File: config.mk
export PLATFORM = sky130hd
export DESIGN_NAME = console_wr_port
export DESIGN_NICKNAME = d
export VERILOG_FILES = /design/src/design/bus_pkg.sv /design/src/design/console_pkg.sv /design/src/design/write_acceptor.sv /design/src/design/delay_lfsr.sv /design/src/design/resp_timer.sv /design/src/design/console_wr_port.sv
export SDC_FILE = /design/constraint.sdc
export NUM_CORES = 1
export LEC_CHECK = 0
export ABC_AREA = 1
export BUFFER_PORTS_ARGS = -buffer_cell sky130_fd_sc_hd__buf_2
export CAP_MARGIN = 20
export CELL_PAD_IN_SITES_DETAIL_PLACEMENT = 0
export CELL_PAD_IN_SITES_GLOBAL_PLACEMENT = 2
export CORE_MARGIN = 2
export CORE_UTILIZATION = 26
export CTS_BUF_LIST = sky130_fd_sc_hd__clkbuf_2 sky130_fd_sc_hd__clkbuf_4 sky130_fd_sc_hd__clkbuf_8
export CTS_CLUSTER_DIAMETER = 100
export DETAILED_ROUTE_END_ITERATION = 10
export GPL_TIMING_DRIVEN = 0
export PLACE_DENSITY_LB_ADDON = 0.3
export SLEW_MARGIN = 15
export SYNTH_ARGS = -nofsm -noshare
export SYNTH_HDL_FRONTEND = slang
export SYNTH_HIERARCHICAL = 1
export SYNTH_SLANG_ARGS = --single-unit
File: constraint.sdc
create_clock -name clk -period 3.5 [get_ports clk]
set_clock_uncertainty 0.15 [all_clocks]
set_input_delay 0.175 -clock clk [delete_from_list [all_inputs] [get_ports clk]]
set_output_delay 0.175 -clock clk [all_outputs]
set_load 0.005 [all_outputs]
File: src/design/bus_pkg.sv
`default_nettype none

// bus-side definitions of the console write port
package bus_pkg;

	// write data word width
	localparam int data_w = 32;

	// write response codes
	localparam logic [1:0] resp_okay = 2'b00; // the only code the port ever returns
	localparam logic [1:0] resp_none = 2'b11; // shown while no response is pending

	// write response channel
	// resp is only meaningful while valid is high
	typedef struct packed {
		logic [1:0] resp;
		logic       valid;
	} bresp_t;

endpackage

`default_nettype wire

File: src/design/console_pkg.sv
`default_nettype none

// console-side definitions: response delay and character output
package console_pkg;

	// width of the response delay, also the shift register width
	localparam int dly_w = 4;

	// shift register start value, must be nonzero
	localparam logic [dly_w-1:0] lfsr_seed = 4'h1;

	// response delay selection
	typedef struct packed {
		logic             rand_en;   // take the delay from the shift register
		logic [dly_w-1:0] fixed_dly; // cycles added before the response
	} delay_cfg_t;

	// character output, one strobe per accepted write
	typedef struct packed {
		logic       strobe;
		logic [7:0] data;  // low byte of the write data
	} tx_byte_t;

endpackage

`default_nettype wire

File: src/design/write_acceptor.sv
`timescale 1ns/1ps
`default_nettype none

// idle/busy handshake FSM of the console write port
// takes address and data strobes in the same cycle, emits the low byte
module write_acceptor (
	input  logic                       clk_i,
	input  logic                       rstn_i,         // sync, active high
	input  logic                       addr_w_valid_i,
	input  logic                       w_valid_i,
	input  logic [bus_pkg::data_w-1:0] w_data_i,
	input  logic                       rsp_done_i,     // response taken by master
	output logic                       ready_o,
	output logic                       accept_o,
	output logic                       busy_o,
	output console_pkg::tx_byte_t      tx_o
);

	typedef enum logic {
		st_idle,
		st_busy
	} state_t;

	state_t     state_q;
	state_t     state_d;
	logic       tx_stb_q;
	logic [7:0] tx_data_q;

	// one ready level serves both address and data channels
	assign ready_o = (state_q == st_idle);
	assign busy_o  = (state_q == st_busy);

	// a lone valid just waits here
	assign accept_o = ready_o & addr_w_valid_i & w_valid_i;

	always_comb begin
		state_d = state_q;
		case (state_q)
			st_idle: begin
				if (accept_o) begin
					state_d = st_busy;
				end
			end
			st_busy: begin
				// back to idle once the response is taken
				if (rsp_done_i) begin
					state_d = st_idle;
				end
			end
			default: begin
				state_d = st_idle;
			end
		endcase
	end

	always_ff @(posedge clk_i) begin
		if (rstn_i) begin
			state_q  <= st_idle;
			tx_stb_q <= 1'b0;
		end else begin
			state_q  <= state_d;
			tx_stb_q <= accept_o; // high for the single cycle after accept
		end
	end

	// character captured on the accept edge
	always_ff @(posedge clk_i) begin
		if (accept_o) begin
			tx_data_q <= w_data_i[7:0];
		end
	end

	assign tx_o.strobe = tx_stb_q;
	assign tx_o.data   = tx_data_q;

	// done comes from the response timer, must match a held write
	a_done_while_busy: assert property (
		@(posedge clk_i) disable iff (rstn_i)
		rsp_done_i |-> busy_o
	) else $error("write_acceptor: response done while idle");

endmodule

`default_nettype wire

File: src/design/delay_lfsr.sv
`timescale 1ns/1ps
`default_nettype none

// 4-bit fibonacci shift register, x^4+x^3+1
// current value is the random delay of the write being accepted
module delay_lfsr (
	input  logic                          clk_i,
	input  logic                          rstn_i,  // sync, active high
	input  logic                          step_i,  // accept pulse
	output logic [console_pkg::dly_w-1:0] value_o
);

	logic [console_pkg::dly_w-1:0] lfsr_q;
	logic                          feedback;

	assign feedback = lfsr_q[3] ^ lfsr_q[2]; // taps of x^4+x^3+1

	always_ff @(posedge clk_i) begin
		if (rstn_i) begin
			lfsr_q <= console_pkg::lfsr_seed;
		end else if (step_i) begin
			// shift left, feedback into bit 0
			lfsr_q <= {lfsr_q[console_pkg::dly_w-2:0], feedback};
		end
	end

	assign value_o = lfsr_q;

	// a zero state would lock the register for good
	a_never_zero: assert property (
		@(posedge clk_i) disable iff (rstn_i)
		value_o != '0
	) else $error("delay_lfsr: register reached zero");

endmodule

`default_nettype wire

File: src/design/resp_timer.sv
`timescale 1ns/1ps
`default_nettype none

// write response timer
// latches the delay on accept, counts up to it, then holds the
// response valid until the master takes it
module resp_timer (
	input  logic                          clk_i,
	input  logic                          rstn_i,       // sync, active high
	input  logic                          accept_i,
	input  logic [console_pkg::dly_w-1:0] rand_dly_i,   // shift register value
	input  console_pkg::delay_cfg_t       delay_cfg_i,
	input  logic                          bkwd_ready_i,
	output bus_pkg::bresp_t               bresp_o,
	output logic                          rsp_done_o
);

	logic                          active_q;   // a write is waiting for its response
	logic [console_pkg::dly_w-1:0] cnt_q;
	logic [console_pkg::dly_w-1:0] dly_q;
	logic [console_pkg::dly_w-1:0] dly_sel;
	logic                          at_target;

	// delay for the write being accepted
	assign dly_sel = delay_cfg_i.rand_en ? rand_dly_i : delay_cfg_i.fixed_dly;

	// D = 0 gives a valid in the first cycle after accept
	assign at_target = active_q && (cnt_q == dly_q);

	always_ff @(posedge clk_i) begin
		if (rstn_i) begin
			active_q <= 1'b0;
			cnt_q    <= '0;
			dly_q    <= '0;
		end else if (accept_i) begin
			active_q <= 1'b1;
			cnt_q    <= '0;
			dly_q    <= dly_sel;
		end else if (rsp_done_o) begin
			active_q <= 1'b0;
			cnt_q    <= '0;
		end else if (active_q && !at_target) begin
			cnt_q <= cnt_q + 1'b1;
		end
		// at target and not taken, everything holds
	end

	assign bresp_o.valid = at_target;
	assign bresp_o.resp  = at_target ? bus_pkg::resp_okay : bus_pkg::resp_none;

	// the only place the response handshake is decided
	assign rsp_done_o = at_target & bkwd_ready_i;

	// back-pressure holds valid and code
	a_valid_held: assert property (
		@(posedge clk_i) disable iff (rstn_i)
		(bresp_o.valid && !bkwd_ready_i) |=>
			(bresp_o.valid && bresp_o.resp == bus_pkg::resp_okay)
	) else $error("resp_timer: response dropped before it was taken");

	// acceptor must not admit a second write while one is pending
	a_one_in_flight: assert property (
		@(posedge clk_i) disable iff (rstn_i)
		accept_i |-> !active_q
	) else $error("resp_timer: accept while a response is pending");

endmodule

`default_nettype wire

File: src/design/console_wr_port.sv
`timescale 1ns/1ps
`default_nettype none

// console write port: write-only bus slave, one character per write
module console_wr_port (
	input  logic                       clk,
	input  logic                       rstn,           // sync, active high

	// address write
	input  logic                       addr_w_valid_i,
	output logic                       addr_w_ready_o,

	// write data, only the low byte is used
	input  logic [bus_pkg::data_w-1:0] w_data_i,
	input  logic                       w_valid_i,
	output logic                       w_ready_o,

	// write response
	output bus_pkg::bresp_t            bresp_o,
	input  logic                       bkwd_ready_i,

	input  console_pkg::delay_cfg_t    delay_cfg_i,
	output console_pkg::tx_byte_t      tx_o
);

	logic                          ready;
	logic                          accept;
	logic                          busy;
	logic                          rsp_done;
	logic [console_pkg::dly_w-1:0] rand_dly;

	assign addr_w_ready_o = ready;
	assign w_ready_o      = ready; // same level on both channels

	write_acceptor write_acceptor_i (
		.clk_i          (clk),
		.rstn_i         (rstn),
		.addr_w_valid_i (addr_w_valid_i),
		.w_valid_i      (w_valid_i),
		.w_data_i       (w_data_i),
		.rsp_done_i     (rsp_done),
		.ready_o        (ready),
		.accept_o       (accept),
		.busy_o         (busy),
		.tx_o           (tx_o)
	);

	delay_lfsr delay_lfsr_i (
		.clk_i   (clk),
		.rstn_i  (rstn),
		.step_i  (accept),
		.value_o (rand_dly)
	);

	resp_timer resp_timer_i (
		.clk_i        (clk),
		.rstn_i       (rstn),
		.accept_i     (accept),
		.rand_dly_i   (rand_dly),
		.delay_cfg_i  (delay_cfg_i),
		.bkwd_ready_i (bkwd_ready_i),
		.bresp_o      (bresp_o),
		.rsp_done_o   (rsp_done)
	);

	// a response only exists for a write the acceptor is holding
	a_valid_while_busy: assert property (
		@(posedge clk) disable iff (rstn)
		bresp_o.valid |-> busy
	) else $error("console_wr_port: response valid with no write held");

endmodule

`default_nettype wire

# Word-level counts from Yosys, hierarchy flattened
# Index checks and enable logic that the tools add are counted.
# op_classes
n_addsub	1
n_eq_ne	1
n_mux	7
n_bitwise	5
reduce_logical	5
# op_table
cell	n
$add A4 B1 Y4 const B	1
$eq A4 B4 Y1	1
$mux W1	4
$mux W4	1
$and A1 B1 Y1	3
$reduce_or A3 Y1	1
$logic_and A1 B1 Y1	2
$mux W2	1
$pmux W1 S2	1
$reduce_bool A2 Y1	1
$logic_not A1 Y1	1
$not A1 Y1	1
$xor A1 B1 Y1	1
# totals
reg_bits	23
out_inout_bits	14
elab_cells	26

# Depth between registers and ports, before layout
# Gate-level depths: netlist of run 1.
# logic_depth
word_depth	5
depth_mapped	9
depth_no_buf	9

# By module
# The synthesis of run 1 kept the hierarchy.
# modules_own_cells
module	n_inst	cells_each	area_each_um2	seq_area_each_um2
resp_timer	1	77	519.2	180.2
write_acceptor	1	20	324.1	280.3
delay_lfsr	1	22	156.4	80.1
console_wr_port	1	1	7.5	0.0

# Least setup slack after synthesis of run 1
# Ideal clock, no wire load.
# synth_timing
kind	reg-to-reg
from	register write_acceptor_i.state_q, in the netlist write_acceptor_i/busy_o
to	register resp_timer_i/dly_q[0] (netlist name)
setup_time_ns	0.092
arrival_time_ns	1.182
setup_slack_ns	2.075
path_stages_with_launch	4
n_path_buf	0
path_cell_list	dfxtp_1 -> nor2_2 -> nand2_1 -> o32ai_1
# synth_via
elab_chain_cells	3
# synth_lines
element	line_no	text
start: declaration	write_acceptor.sv:24	state_t state_q;
start signal: assignment	write_acceptor.sv:58	state_q <= st_idle;
start signal: assignment	write_acceptor.sv:61	state_q <= state_d;
$not A1 Y1	write_acceptor.sv:30	assign ready_o = (state_q == st_idle);
$and A1 B1 Y1 (2 in series)	write_acceptor.sv:34	assign accept_o = ready_o & addr_w_valid_i & w_valid_i;
via accept	console_wr_port.sv:27	logic accept;
end signal: assignment	resp_timer.sv:38	dly_q <= dly_sel;
end: declaration	resp_timer.sv:20	logic [console_pkg::dly_w-1:0] dly_q;
# The timed path passes the listed nets, and every way through them passes these cells.
# A chain may end at the register's enable or synchronous reset.

==> summary.txt, run 1 <==
Status
  • Status: finished clean

Synth
  • Netlist Area Pre-Place: around 1000 um^2
  • Synth area leaders: dfxtp_1, edfxtp_1, nand2_1, inv_1, nor2_1
  • Yosys synthesis warning count: 6
  • Post-Syn Instances: 120
  • Synth area leader: dfxtp_1
  • Post-synthesis sequential area ratio: between 50% and 60%
  • XOR/XNOR Fraction of Synth Area: under 10%
  • Largest family of logic cells by synthesized area: simple AND/OR/NAND/NOR gates
  • Unique cell type count in the Yosys netlist: 17
  • Post-synthesis mux area share: 0%
  • Compound-Gate Fraction of Synth Area: around 8.2%
  • Avg Inst Size Synth: approximately 8.4 um^2
  • Simple-gate portion of the synthesized area: a little under a quarter
  • Syn_nets: approximately 160
  • Top cell type's share of synthesized area: slightly below 30%
  • Post-synthesis adder-cell area fraction: about 1.2%
  • #FFs+latches synth: 23

Worst setup path
  • CP endpoint kind: output pin
  • Required @ worst endpoint: about 3200 ps
  • Crit Path Max Fanout: 6
  • WP data arrival: roughly 1600 ps
  • Crit Path Category: reg2out
  • Startpoint Class: register

STA
  • Final slew viol count: 0
  • Slew HR: about 54%
  • F_max: between 500 and 600 MHz
  • Final setup vio count: 0
  • Setup TNS: 0 ps
  • Final period utilization: between 50% and 60%
  • Tmin final: around 1900 ps
  • RSZ-0062 raised after global routing: false
  • Worst slew pin tran: 685 ps
  • Hold Vio Cnt, Final: 0

Job
  • Max-Cap Viols: 0

Clocking
  • Cts repair resizes: 0
  • Clock Latency Late Sink: approximately 270 ps
  • # H-tree levels: 1
  • CTS clk-pin slew, worst paths: around 90 ps
  • Clock buffer depth: 2
  • Clock Tree Root: clkbuf_8
  • CTS tree: done
  • CTS Buf Count: 3
  • Post-cts hold buffer count: 8
  • Post-CTS setup repair buffer count: 0
  • Total clock sinks: 23

Power and ir drop
  • Peak supply drop: 0.129 mV
  • Pleak: 0.000605 uW
  • Power Density: between 400 and 500 nW/um^2

Place
  • Final RePlAce weighted congestion: approximately 0.75
  • Placed cell areas: 1220 um^2
  • DP Wirelength: about 1600 um
  • Port bufs: 31

Routing
  • Drt first-iter violations: 16
  • Remaining antenna violation count: 0
  • WL final: just over 2000 um
  • Routed len/inst: roughly 9.8 um
  • Remaining DRCs: 0
  • DR vias/cell: between 4 and 5
  • First-pass DRT Iterations: 4
  • Via Count: 863

Finish
  • P&R area growth vs syn: 34.2%
  • Number of diodes: 0
  • Fin nets: 207
  • Fraction of layout cells with a size suffix above 1: around 29%
  • Design area: around 1400 um^2

Global routing
  • GRT Resource Usage Total: about a tenth
  • Antenna violations before repair: 0
  • Number of global-route vias before repair: between 800 and 900
  • Global routing's busiest layer: met2
  • Routing usage on met2: 16.9%
  • First-pass GRT wire length: 3530 um
  • Largest net degree at the start of global routing: 17
  • Met1 Use GR: a little over an eighth
  • Grt total ovfl: 0
  • Routing usage on met3: under 10%

Floorplanning
  • Die ar.: ~4400 um^2
  • FP Rows: 22
  • Die Width: approximately 66 um
  • Initial core utilization: around 27%
  • Io pins: 56
  • Core Region: about 3700 um^2
  • Vert. Die Dim: ~66 um

Hold path
  • HP Class: in2reg
-- placed cells by master, fill, tap and decap left out --
cell type      count
a21oi_1            6
a21oi_2            2
buf_2             31
buf_4              5
clkbuf_8           3
clkinvlp_4         1
dfxtp_1           15
dlygate4sd3_1      8
edfxtp_1           8
ha_1               1
inv_1             19
inv_2              1
nand2_1           34
nand2_2            1
nand2_4            1
nand3_1            6
nand4_1            1
nor2_1            11
nor2_2             3
o32ai_1            4
xor2_1             2
-- power by group --
| group | switching [uW] | internal (uW) |
|---|---|---|
| Sequential | 5.65 | 289 |
| Clock | 92.6 | 80.7 |
| Combinational | 41.8 | 37.3 |
| Total | 140 | 407 |
-- cells by family after synthesis --
| group | after synthesis |
|---|---|
| AO/OA/AOI/OAI | 12 |
| flip-flops | 23 |
| buffers and inverters | 25 |
| XOR/XNOR | 2 |
| AND/OR/NAND/NOR | 57 |
| adder cells (fa/ha/maj) | 1 |
-- worst paths after layout --
check | from | slack [ps] | cells past startpoint | to
hold reg to reg | delay_lfsr_i/value_o[1] | 330 | 2 | delay_lfsr_i/value_o[2]
hold / removal | rstn | 10 | 2 | delay_lfsr_i/value_o[2]
setup reg to reg | write_acceptor_i/busy_o | 1780 | 3 | resp_timer_i/dly_q[1]
setup / recovery | resp_timer_i/cnt_q[0] | 1610 | 9 | bresp_o[2]
-- synth_stat cells --
cell type / count
a21oi_1: 6
a21oi_2: 2
buf_4: 5
dfxtp_1: 15
edfxtp_1: 8
ha_1: 1
inv_1: 19
inv_2: 1
nand2_1: 34
nand2_2: 1
nand2_4: 1
nand3_1: 6
nand4_1: 1
nor2_1: 11
nor2_2: 3
o32ai_1: 4
xor2_1: 2
-- sequential cells by signal (all words and copies together), names as in the netlist --
name,cells
write_acceptor_i/tx_data_q,8
delay_lfsr_i/value_o,4
resp_timer_i/cnt_q,4
resp_timer_i/dly_q,4
resp_timer_i/active_q,1
write_acceptor_i/busy_o,1
write_acceptor_i/tx_stb_q,1
-- metal layers --
layer  routed length [um]  vias up
met3                  135        5
met4                   34        0
met5                    0        -
met1                 1010      376
li1                     -      459
met2                  876       23
-- worst max-delay path: stages, from the launching register on --
cell     delay [ps]
dfxtp_1         420
inv_1            90
nand2_1          60
nand2_1          60
nor2_2          110
nand2_2         130
nor2_1          140
inv_1            60
buf_4           120
buf_2           110
-- through the flow --
stage | hold slack, ps | util [%] | total power, uW | worst slack [ps] | std cells
3_5_place_dp | 204 | 33.1 | 375 | 1770 | 199
4_1_cts | 3.81 | 36.6 | 557 | 1570 | 211
3_3_place_gp | 203 | 33.1 | 374 | 1770 | 199
2_1_floorplan | 94.1 | - | 345 | 2080 | 120
6_report | 9.78 | 36.6 | 547 | 1610 | 211
5_1_grt | 13.6 | 36.6 | 579 | 1360 | 211
-- cell type report --
class | instances | area (um^2)
fill | 412 | 2340
sequential | 23 | 541
multi-input combinational | 72 | 354
timing repair buffer | 39 | 235
inverter | 20 | 75.1
tap | 48 | 60.1
clock buffer | 3 | 41.3
buffer | 5 | 37.5
clock inverter | 1 | 7.51
Power figures use the tool's default switching activity.
==> run 2, diff against run 1 <==
--- a/config.mk
+++ b/config.mk
@@ -5,7 +5,7 @@
 export SDC_FILE = /design/constraint.sdc
 export NUM_CORES = 1
 export LEC_CHECK = 0
-export ABC_AREA = 1
+export ABC_AREA = 0
 export BUFFER_PORTS_ARGS = -buffer_cell sky130_fd_sc_hd__buf_2
 export CAP_MARGIN = 20
 export CELL_PAD_IN_SITES_DETAIL_PLACEMENT = 0
==> constraint.sdc (replaced) <==
create_clock -name clk -period 1.75 [get_ports clk]
set_clock_uncertainty 0.15 [all_clocks]
set_input_delay 0.0875 -clock clk [delete_from_list [all_inputs] [get_ports clk]]
set_output_delay 0.0875 -clock clk [all_outputs]
set_load 0.005 [all_outputs]
==> run 2 against run 1 <==
  * The run now ends with negative setup slack left
  * First-iteration DRC count shrank 38%
  * Area after synthesis increased by 2.4%
  * Sequential power up 110%
  * Largest cell class unchanged
==> summary.txt, run 2 <==
Finish
  • Number of diodes: 0 (unchanged)
  • FILL cells: 399 (-3.2%)
  • Most common cell after layout, fill and taps aside: buf_2
  • Fraction of layout cells with a size suffix above 1: 42.4% (+13 points)
  • Largest Register: write_acceptor_i/tx_data_q
  • P&R area growth vs syn: 41.5%
  • Fin nets: 183 (-12%)
  • Most frequent cells in the layout: buf_2, dfxtp_1, dlygate4sd3_1
  • Flip-flop count of the largest register after layout: 8 (unchanged)

Routing
  • Remaining DRCs: 0 (unchanged)
  • Met3 WL post-DR: 134 um (-0.74%)
  • WL final: 2120 um (+2.7%)
  • Remaining antenna violation count: 0 (unchanged)
  • First-pass DRT Iterations: 2 (-2)
  • Via Count: 790 (-8.5%)
  • Metal2 WL: 975 um (+11%)
  • WL met1: 993 um (-2.1%)
  • Drt first-iter violations: 10 (-6)
  • Routed len/inst: 11.3 um (+16%)
  • Highest metal used: met4
  • DR vias/cell: 4.22 (+3.3%)

Clocking
  • Total clock sinks: 23 (unchanged)
  • CTS clk-pin slew, worst paths: 80 ps (about the same)
  • Clock Latency Late Sink: 260 ps (about the same)
  • CTS tree: done
  • CTS Buf Count: 3 (unchanged)
  • Clock Tree Root: clkbuf_8
  • Clock buffer depth: 2 (unchanged)
  • # H-tree levels: 1 (unchanged)

Power and ir drop
  • Pleak: 0.000605 uW (-0.13%)
  • Clock power share: 27.1% (-4.6 points)
  • Comb power frac: 21.8% (+7.3 points)
  • Internal Power: 885 uW (+120%)
  • Peak supply drop: 0.486 mV (+280%)
  • NetSw: 302 uW (+120%)
  • Power Density: 813 nW/um^2 (+100%)
  • Sw Share: 25.4% (-0.19 points)
  • Reg power frac: 51.1% (-2.8 points)

Global routing
  • Grt total ovfl: 0 (unchanged)
  • First-pass GRT wire length: 3460 um (-2.2%)
  • Largest net degree at the start of global routing: 15 (-2)
  • Number of global-route vias before repair: 771 (-7.2%)
  • Antenna violations before repair: 0 (unchanged)
  • GRT Resource Usage Total: 10.6% (+0.043 points)

STA
  • Setup TNS: -168 ps (-168 ps)
  • Hold Vio Cnt, Final: 0 (unchanged)
  • Slew HR: 68.1% (+14 points)
  • Final WS setup: -104 ps (-1710 ps)
  • Final setup vio count: 3 (+3)
  • Final period utilization: 106%
  • Final slew viol count: 0 (unchanged)
  • Worst slew pin tran: 478 ps (-207 ps)
  • RSZ-0062 raised after global routing: true
  • Tmin final: ~1900 ps
  • F_max: approximately 540 MHz

Worst setup path
  • CP most frequent cell: buf_6
  • Crit Path Max Fanout: 2 (-4)
  • CP endpoint kind: output pin
  • Largest stage delay, worst path: 350 ps (-70 ps)
  • Crit Path Category: reg2out
  • Required @ worst endpoint: 1510 ps (-1660 ps)
  • CP max-delay cell: dfxtp_4
  • Cell Chain, Critical Path: xor2_1 > nor4_2 > buf_4 > and2_4 > inv_2 > buf_6 > buf_6
  • WP data arrival: 1620 ps (+50 ps)
  • Startpoint Class: register

Synth
  • Unique cell type count in the Yosys netlist: 29 (+12)
  • Top cell type's share of synthesized area: 29.1% (-0.69 points)
  • Netlist Area Pre-Place: 1030 um^2 (+2.4%)
  • Synth area leaders: dfxtp_1, edfxtp_1, mux2i_1, buf_4, a211oi_1
  • Synth area leader: dfxtp_1
  • Yosys synthesis warning count: 6 (unchanged)
  • Syn_nets: 135 (-17%)
  • Top cells by count, synth: dfxtp_1, nor2_1, edfxtp_1
  • Top_reg_cell synth: dfxtp_1
  • #FFs+latches synth: 23 (unchanged)
  • Post-synthesis sequential area ratio: 52.4% (-1.2 points)
  • Synth async-reset ratio: 0% (unchanged)
  • Avg Inst Size Synth: 11.2 um^2 (+34%)
  • Post-Syn Instances: 92 (-23%)
  • Post-synth EDFFs: 8 (unchanged)
  • Most frequent cell after synthesis: dfxtp_1

Hold path
  • HP Class: in2reg

Status
  • Status: finished with violations
  • Failing checks: negative setup slack

Floorplanning
  • Die Width: 67.0 um (+1.1%)
  • Die ar.: 4480 um^2 (+2.2%)
  • Io pins: 56 (unchanged)
  • Core Region: 3740 um^2 (+1.5%)
  • FP Rows: 22 (unchanged)
  • Initial core utilization: 27.5% (+0.23 points)
  • Vert. Die Dim: 67.0 um (+1.1%)

Place
  • Setup WS pre-CTS: -107 ps (-1870 ps)
  • Final RePlAce weighted congestion: 0.727 (-2.4%)
  • DP Wirelength: 1500 um (-3.8%)
  • Port bufs: 30 (-3.2%)

Job
  • Max-Cap Viols: 0 (unchanged)
[run 2: final timing paths]
path / startpoint / end / slack [ps] / depth (start not counted)
min reg2reg: resp_timer_i/dly_q[1] / resp_timer_i/dly_q[1] / 350 / 2
min: delay_cfg_i[3] / resp_timer_i/dly_q[3] / 10 / 3
max reg2reg: resp_timer_i/cnt_q[0] / write_acceptor_i/busy_o / 20 / 7
max: resp_timer_i/cnt_q[0] / bresp_o[2] / -100 / 7
[run 2: cells by family (layout without fill, tap and decap cells)]
family | after synthesis | in the layout | share of synthesized area, %
adder cells (fa/ha/maj) | 1 | 1 | 1.21
AND/OR/NAND/NOR | 27 | 27 | 15.4
multiplexers | 7 | 7 | 6.80
AO/OA/AOI/OAI | 12 | 12 | 10.2
XOR/XNOR | 7 | 7 | 5.95
buffers and inverters | 15 | 62 | 8.01
flip-flops | 23 | 23 | 52.4
[run 2: timing repair]
item                                    in CTS  in global routing
hold buffers                                11                  0
resized for setup                           13                  4
buffers inserted                             3                  0
endpoints found under the setup margin       7                 11
pin swaps                                    3                  1
endpoints found under the hold margin       14                  0
[run 2: through the flow]
step	hold WS (ps)	utilization, %	power, uW	cell area (um^2)	instances
floorplan	-0.0555	-	762	1030	92
detailed placement	116	33.2	833	1240	170
CTS	4.76	39.0	1240	1460	188
global placement	116	33.2	830	1240	170
global route	4.84	39.0	1270	1460	187
finish	13.5	39.0	1190	1460	187
[run 2: cell type report]
class                   instances  area, um^2  share of cell area [%]
repair buffers                 43         288                    19.7
clock inverters                 1        5.00                   0.343
well taps                      48        60.1                    4.12
inverters                       5        22.5                    1.54
multi-input cells              54         425                    29.2
flip-flops and latches         23         548                    37.6
plain buffers                  10        68.8                    4.72
clock buffers                   3        41.3                    2.83
[run 2: routing by layer]
layer  vias up  track usage (%)
li1        413                -
met1       346             11.5
met2        29             19.4
met3         2             4.05
met4         0             2.30
met5         -                0
[run 2: critical path: cells and delay by family (launching register included)]
kind | cells | cell delay [ps]
DFF | 1 | 350
xor gates and xnor gates | 1 | 160
and+or+nand+nor | 2 | 440
buffers and inverters | 4 | 400
[run 2: power groups by stage]
stage | combinational, uW | clock [uW] | sequential (uW)
3_5_place_dp | 212 | 0 | 621
2_1_floorplan | 147 | 0 | 616
4_1_cts | 277 | 351 | 608
5_1_grt | 287 | 375 | 611
3_3_place_gp | 210 | 0 | 620
6_report | 259 | 321 | 606
